===== config.mk =====
export PLATFORM = sky130hd
export DESIGN_NAME = bbox_top
export DESIGN_NICKNAME = d
export VERILOG_FILES = /design/src/bbox_pkg.sv /design/src/bbox_pipe.sv /design/src/bbox_axis.sv /design/src/bbox_join.sv /design/src/bbox_top.sv
export VERILOG_INCLUDE_DIRS = /design/src /design/src/include
export SDC_FILE = /design/constraint.sdc
export NUM_CORES = 2
export LEC_CHECK = 0
export BUFFER_PORTS_ARGS = -buffer_cell sky130_fd_sc_hd__buf_2
export CORE_AREA = 3 3 351 353
export DETAILED_ROUTE_END_ITERATION = 8
export DIE_AREA = 0 0 354 356
export PLACE_DENSITY_LB_ADDON = 0.2
export REMOVE_ABC_BUFFERS = 1
export SYNTH_ARGS = -nofsm -noshare
export SYNTH_HDL_FRONTEND = slang
export SYNTH_SLANG_ARGS = --single-unit

===== constraint.sdc =====
create_clock -name clk -period 1.71 [get_ports clk]
set_input_delay 0.342 -clock clk [delete_from_list [all_inputs] [get_ports clk]]
set_output_delay 0.342 -clock clk [all_outputs]
set_load 0.01 [all_outputs]

===== src/include/bbox_defs.svh =====
/* Fixed-point and pipeline sizes shared by every file of the bounding-box stage.
   Coordinates are signed, with BBOX_RADIX fraction bits out of BBOX_SIGFIG. */
`ifndef BBOX_DEFS_SVH
`define BBOX_DEFS_SVH

// Word width of every coordinate and colour channel
`define BBOX_SIGFIG 24

// Fraction bits inside a coordinate word
`define BBOX_RADIX 10

// Vertices per triangle
`define BBOX_VERTS 3

// Axes per vertex, x then y then z
`define BBOX_AXES 3

// Colour channels per triangle
`define BBOX_COLORS 3

// Register stages between input and output
`define BBOX_PIPE_DEPTH 3

`endif


===== src/bbox_pkg.sv =====
/* Types of the bounding-box stage and the MSAA rounding mask.
   Sub-sample codes that are not one-hot round like 1x. */
`include "bbox_defs.svh"

package bbox_pkg;

    // Signed fixed-point coordinate
    typedef logic signed [`BBOX_SIGFIG-1:0] coord_t;

    // Triangle, vertex index first, then axis (0 x, 1 y, 2 z)
    typedef coord_t tri_t [`BBOX_VERTS-1:0][`BBOX_AXES-1:0];

    // Unsigned colour channels
    typedef logic [`BBOX_SIGFIG-1:0] color_t [`BBOX_COLORS-1:0];

    // Box corners, 0 lower-left and 1 upper-right, each as x then y
    typedef coord_t box_t [1:0][1:0];

    // One-hot MSAA code, bit 3 for 1x down to bit 0 for 64x
    typedef logic [3:0] ss_t;

    // Mask that floors a coordinate onto the sub-sample grid
    function automatic coord_t ss_mask(ss_t ss);
        int unsigned clear_bits;
        case (ss)
            // 4x keeps half a pixel
            4'b0100: clear_bits = `BBOX_RADIX - 1;
            // 16x keeps a quarter pixel
            4'b0010: clear_bits = `BBOX_RADIX - 2;
            // 64x keeps an eighth of a pixel
            4'b0001: clear_bits = `BBOX_RADIX - 3;
            // 1x and every illegal code snap to whole pixels
            default: clear_bits = `BBOX_RADIX;
        endcase
        // Ones above the kept fraction, zeros below
        return {`BBOX_SIGFIG{1'b1}} << clear_bits;
    endfunction

endpackage


===== src/bbox_pipe.sv =====
/* Delay line of DEPTH registers for any payload type, DEPTH of 1 or more.
   All stages hold while halt_n is low and clear to zero on reset. */
`timescale 1ns/100ps

module bbox_pipe #(
    parameter type T = logic,
    parameter int DEPTH = 3
) (
    input  logic clk,
    input  logic rst_n,
    input  logic halt_n,
    input  T     d,
    output T     q
);

    // Stage 0 is nearest the input
    T stage [DEPTH];

    always_ff @(posedge clk or negedge rst_n) begin
        if (!rst_n) begin
            // Zero every leaf of every stage
            stage <= '{default: '0};
        end else if (halt_n) begin
            stage[0] <= d;
            // Shift the rest one step towards the output
            for (int i = 1; i < DEPTH; i++) begin
                stage[i] <= stage[i-1];
            end
        end
    end

    // Last stage drives the output
    assign q = stage[DEPTH-1];

endmodule


===== src/bbox_axis.sv =====
/* One axis of the bounding box, purely combinational.
   extent is the screen size on this axis and must be positive; ss is a held level. */
`timescale 1ns/100ps

module bbox_axis (
    input  bbox_pkg::coord_t v0,
    input  bbox_pkg::coord_t v1,
    input  bbox_pkg::coord_t v2,
    input  bbox_pkg::coord_t extent,
    input  bbox_pkg::ss_t    ss,
    output bbox_pkg::coord_t lo,
    output bbox_pkg::coord_t hi,
    output logic             on_screen
);

    // Raw extremes of the three vertices
    bbox_pkg::coord_t min_v;
    bbox_pkg::coord_t max_v;
    // Extremes floored onto the sub-sample grid
    bbox_pkg::coord_t min_r;
    bbox_pkg::coord_t max_r;
    // Grid mask for the current MSAA code
    bbox_pkg::coord_t mask;

    // Minimum over three, signed compare
    always_comb begin
        min_v = v0;
        if (v1 < min_v) begin
            min_v = v1;
        end
        if (v2 < min_v) begin
            min_v = v2;
        end
    end

    // Maximum over three
    always_comb begin
        max_v = v0;
        if (v1 > max_v) begin
            max_v = v1;
        end
        if (v2 > max_v) begin
            max_v = v2;
        end
    end

    assign mask = bbox_pkg::ss_mask(ss);

    // Floor both ends, clearing the low fraction bits
    // Sign bit is kept so negative values round towards minus infinity
    assign min_r = min_v & mask;
    assign max_r = max_v & mask;

    // Box touches the screen on this axis
    // Upper end not left of zero and lower end before the edge
    assign on_screen = (max_r >= 0) && (min_r < extent);

    // Lower end clamped up to the origin
    always_comb begin
        if (min_r < 0) begin
            lo = '0;
        end else begin
            lo = min_r;
        end
    end

    // Upper end clamped down to the screen size
    always_comb begin
        if (max_r > extent) begin
            hi = extent;
        end else begin
            hi = max_r;
        end
    end

endmodule


===== src/bbox_join.sv =====
/* Joins the x and y axis results into one box and a valid bit.
   Both leave after BBOX_PIPE_DEPTH enabled clock edges. */
`timescale 1ns/100ps
`include "bbox_defs.svh"

module bbox_join (
    input  logic             clk,
    input  logic             rst_n,
    input  logic             halt_n,
    input  logic             valid_in,
    input  bbox_pkg::coord_t x_lo,
    input  bbox_pkg::coord_t x_hi,
    input  bbox_pkg::coord_t y_lo,
    input  bbox_pkg::coord_t y_hi,
    input  logic             x_on,
    input  logic             y_on,
    output bbox_pkg::box_t   box_out,
    output logic             valid_out
);

    // Box before the pipeline
    bbox_pkg::box_t box_d;
    // Valid before the pipeline
    logic           valid_d;

    // Lower-left corner
    assign box_d[0][0] = x_lo;
    assign box_d[0][1] = y_lo;
    // Upper-right corner
    assign box_d[1][0] = x_hi;
    assign box_d[1][1] = y_hi;

    // Rejected unless the input is valid and both axes reach the screen
    assign valid_d = valid_in & x_on & y_on;

    // Box delay line
    bbox_pipe #(
        .T     (bbox_pkg::box_t),
        .DEPTH (`BBOX_PIPE_DEPTH)
    ) box_pipe_i (
        .clk    (clk),
        .rst_n  (rst_n),
        .halt_n (halt_n),
        .d      (box_d),
        .q      (box_out)
    );

    // Valid delay line, same depth so box and valid stay aligned
    bbox_pipe #(
        .T     (logic),
        .DEPTH (`BBOX_PIPE_DEPTH)
    ) valid_pipe_i (
        .clk    (clk),
        .rst_n  (rst_n),
        .halt_n (halt_n),
        .d      (valid_d),
        .q      (valid_out)
    );

endmodule


===== src/bbox_top.sv =====
/* Bounding-box stage of the rasterizer, latency BBOX_PIPE_DEPTH enabled edges.
   screen_x, screen_y and ss must be held steady while triangles are in flight. */
`timescale 1ns/100ps
`include "bbox_defs.svh"

module bbox_top (
    input  logic               clk,
    input  logic               rst_n,
    input  logic               halt_n,
    input  bbox_pkg::tri_t     tri_in,
    input  bbox_pkg::color_t   color_in,
    input  logic               valid_in,
    input  bbox_pkg::coord_t   screen_x,
    input  bbox_pkg::coord_t   screen_y,
    input  bbox_pkg::ss_t      ss,
    output bbox_pkg::tri_t     tri_out,
    output bbox_pkg::color_t   color_out,
    output bbox_pkg::box_t     box_out,
    output logic               valid_out
);

    // Clamped x bounds and x on-screen flag
    bbox_pkg::coord_t x_lo;
    bbox_pkg::coord_t x_hi;
    logic             x_on;
    // Clamped y bounds and y on-screen flag
    bbox_pkg::coord_t y_lo;
    bbox_pkg::coord_t y_hi;
    logic             y_on;

    // X axis, axis index 0 of each vertex
    bbox_axis axis_x (
        .v0        (tri_in[0][0]),
        .v1        (tri_in[1][0]),
        .v2        (tri_in[2][0]),
        .extent    (screen_x),
        .ss        (ss),
        .lo        (x_lo),
        .hi        (x_hi),
        .on_screen (x_on)
    );

    // Y axis, axis index 1
    bbox_axis axis_y (
        .v0        (tri_in[0][1]),
        .v1        (tri_in[1][1]),
        .v2        (tri_in[2][1]),
        .extent    (screen_y),
        .ss        (ss),
        .lo        (y_lo),
        .hi        (y_hi),
        .on_screen (y_on)
    );

    // Box assembly and its pipeline
    bbox_join join_i (
        .clk       (clk),
        .rst_n     (rst_n),
        .halt_n    (halt_n),
        .valid_in  (valid_in),
        .x_lo      (x_lo),
        .x_hi      (x_hi),
        .y_lo      (y_lo),
        .y_hi      (y_hi),
        .x_on      (x_on),
        .y_on      (y_on),
        .box_out   (box_out),
        .valid_out (valid_out)
    );

    // Triangle travels alongside its box, z included
    bbox_pipe #(
        .T     (bbox_pkg::tri_t),
        .DEPTH (`BBOX_PIPE_DEPTH)
    ) tri_pipe_i (
        .clk    (clk),
        .rst_n  (rst_n),
        .halt_n (halt_n),
        .d      (tri_in),
        .q      (tri_out)
    );

    // Colour travels alongside too
    bbox_pipe #(
        .T     (bbox_pkg::color_t),
        .DEPTH (`BBOX_PIPE_DEPTH)
    ) color_pipe_i (
        .clk    (clk),
        .rst_n  (rst_n),
        .halt_n (halt_n),
        .d      (color_in),
        .q      (color_out)
    );

endmodule


==> qor.csv <==
stage;metric;value;unit
die;num_rows;127;
global_routing;grt_pass1_wl;222;mm
setup_path;critPathRequiredTime;2.32;ns
global_routing;grt_max_degree;84;
routing;wl;148;mm
layout;final_nets;6049;
timing;maxSlewViolCount;0;
placed_design;place_hpwl;109;mm
power_and_ir_drop;leakage;33.6;nW
layout;layout_commonest_cell;dfrtp_1;
flow_run;drv_cap;0;
logic_synthesis;async_reset_ff_share;100;%
routing;drc;0;
timing;tightest_slew;0.654;ns
clock_network;cts_tree;yes;
timing;fin_crit;6.12;ns
logic_synthesis;synth_area_per_cell;12.9;sq um
logic_synthesis;ys.flop_type;dfrtp_1;
clock_network;cts_sinks;1149;
setup_path;crit_path_max_incr_delay;0.40;ns
die;die_area;126000;sq um
clock_network;htree_levels;3;
clock_network;numCtsBuffers;121;
routing;dr.pass1.iters;5;
layout;drive_gt1_share;54.3;%
logic_synthesis;yosysWarnings;0;
timing;slew_headroom;56.4;%
placed_design;port_buffers;726;
setup_path;arrival;6.72;ns
placed_design;gp_congestion;0.898;
logic_synthesis;ys_ff_latch;1149;
setup_path;crit_path_frequent_cell;buf_6;
die;die_h;356;microns
clock_network;insertion_delay;0.72;ns
logic_synthesis;synth_edf_count;0;
routing;num_vias;36300;
timing;fin_ws;-4.41;ns
die;ioPinCount;729;
timing;fmax;0.163;GHz
timing;hold_violations;0;
logic_synthesis;syn-cell-area;53900;sq um
timing;whs;0.0746;ns
routing;detail-route-antenna-nets;0;
global_routing;grt_antenna_before_repair;35;
global_routing;grt_overflow;0;
timing;grt_setup_unrepaired;yes;
timing;finalCritPeriodShare;358;%
layout;synthToLayoutAreaGrowth;33.7;%
power_and_ir_drop;total_power;85.8;mW
setup_path;slowest_stage;mux2_4;
logic_synthesis;yosysSeqAreaShare;53.4;%
setup_path;worstSetupPathType;in2reg;
global_routing;grtUsageTotal;22.9;%
routing;post_drt_wl_per_cell;20.5;microns
routing;vias_per_cell;5.03;
status;status;finished with violations;
worst_hold_path;hold_class;in2reg;
clock_network;clkTransAtPathRegs;0.06;ns
timing;finalSetupViolations;81;
die;die_w;354;microns
setup_path;path_max_fanout;8;
clock_network;cts-root-buf;clkbuf_16;
logic_synthesis;synthCells;4165;
routing;drt_iter0_drc;1788;
power_and_ir_drop;power.density;1190;nW/um^2
power_and_ir_drop;vdd_drop_max;0.977;mV
layout;nFillCells;9784;
setup_path;cp-start-kind;primary input;
die;start_util;44.8;%
setup_path;end_kind;flip-flop;
timing;clock_skew;0.0139;ns
layout;layout_common_cells;dfrtp_1, mux2_2, buf_2, buf_4, dlygate4sd3_1;
clock_network;clk_path_buf_depth;3;
status;violations;setup timing;
global_routing;grt_pass1_vias;37900;
die;core-area;120000;sq um
logic_synthesis;synthDistinctLibCells;74;
-- through the flow --
| step | utilization [%] | setup TNS, ns | instances | worst slack [ns] | cell area (sq um) |
|---|---|---|---|---|---|
| finish | 60.0 | -287.87 | 7215 | -4.41 | 72000 |
| global route | 59.9 | -298.48 | 7192 | -4.60 | 72000 |
| CTS | 58.2 | -288.71 | 7136 | -4.36 | 69900 |
| detailed placement | 51.0 | -397.34 | 6576 | -5.82 | 61300 |
| global placement | 51.0 | -387.05 | 6576 | -5.62 | 61300 |
| floorplan | - | -509.34 | 3621 | -7.67 | 50300 |
-- state kept, by name (all words and copies together) (netlist names) --
name / flops
join_i.box_pipe_i.q: 94
join_i.valid_pipe_i.stage: 2
color_pipe_i.q: 72
tri_pipe_i.stage: 432
color_pipe_i.stage: 144
join_i.box_pipe_i.stage: 188
join_i.valid_pipe_i.q: 1
tri_pipe_i.q: 216
-- critical path, delay by kind of cell --
| family | cells | cell delay (ns) |
|---|---|---|
| AND/OR/NAND/NOR | 6 | 1.13 |
| AO/OA/AOI/OAI | 14 | 2.62 |
| adder cells (fa/ha/maj) | 3 | 0.76 |
| buffers and inverters | 8 | 1.14 |
| multiplexers | 2 | 0.66 |
-- path summary, 6_finish.rpt --
kind	startpoint	endpoint	slack, ns	cells after the start
worst min-delay path	tri_in[113]	tri_pipe_i.stage[545]	0.07	3
min in group asynchronous	rst_n	tri_pipe_i.q[113]	0.36	3
worst min register to register	join_i.box_pipe_i.stage[242]	join_i.box_pipe_i.stage[242]	0.49	1
max in group asynchronous	rst_n	tri_pipe_i.stage[567]	0.64	3
worst max register to register	join_i.box_pipe_i.q[38]	join_i.box_pipe_i.q[38]	0.78	2
worst max-delay path	tri_in[46]	join_i.box_pipe_i.stage[272]	-4.41	33
-- metal layers --
layer | GRT usage [%] | wire [microns] | share of wire [%]
met5 | 0 | 87 | 0.059
met1 | 27.5 | 58500 | 40
met4 | 9.27 | 6260 | 4.2
met2 | 38.9 | 72900 | 49
met3 | 6.25 | 10100 | 6.8
-- Yosys cell counts, types with 12 or more instances --
cell type / count / share of area (%)
buf_4: 388 / 5.4
ha_1: 236 / 5.5
a211oi_1: 12 / 0.17
o31ai_1: 17 / 0.24
a21oi_1: 130 / 1.2
nand4_1: 48 / 0.56
a31oi_1: 19 / 0.22
buf_2: 19 / 0.18
clkbuf_1: 153 / 1.1
nor2b_1: 33 / 0.38
nor3_1: 14 / 0.13
inv_1: 163 / 1.1
nand3_1: 24 / 0.22
a211o_1: 17 / 0.28
nand2_1: 124 / 0.86
dfrtp_1: 1149 / 53
mux2i_1: 71 / 1.3
a2bb2oi_1: 18 / 0.29
or2_2: 17 / 0.20
a21o_1: 48 / 0.67
nor2_1: 145 / 1.0
a221o_1: 19 / 0.35
mux2_2: 1070 / 22
and3_1: 35 / 0.41
o21ai_0: 75 / 0.70
-- where the power goes --
| part | switching, mW | internal (mW) |
|---|---|---|
| Clock | 11.3 | 16.5 |
| Sequential | 2.67 | 32.0 |
| Combinational | 10.9 | 12.4 |
-- logic make-up after synthesis --
logic type / synth area share (%)
AO/OA/AOI/OAI: 5.17
XOR/XNOR: 0.125
adder cells (fa/ha/maj): 5.48
buffers and inverters: 7.90
flip-flops: 53.4
multiplexers: 23.7
other: 0.0139
AND/OR/NAND/NOR: 4.26
-- final cells by class --
| cell class | instances | area, sq um | area share, % |
|---|---|---|---|
| diodes | 29 | 72.6 | 0.101 |
| clock buffers | 170 | 3440 | 4.78 |
| clock inverters | 58 | 820 | 1.14 |
| inverters | 165 | 664 | 0.922 |
| multi-input cells | 2308 | 23100 | 32.0 |
| flip-flops and latches | 1149 | 28800 | 39.9 |
| well taps | 1612 | 2020 | 2.80 |
| repair buffers | 1724 | 13200 | 18.3 |
-- what timing repair did --
action | CTS | global route
setup buffers | 28 | 49
endpoints found under the hold margin | 1146 | 1
pin swaps | 75 | 170
resized for setup | 269 | 349
cloned | 4 | 10
hold buffers | 301 | 1
endpoints found under the setup margin | 102 | 92
No activity file was read; power rests on OpenSTA's default activity.
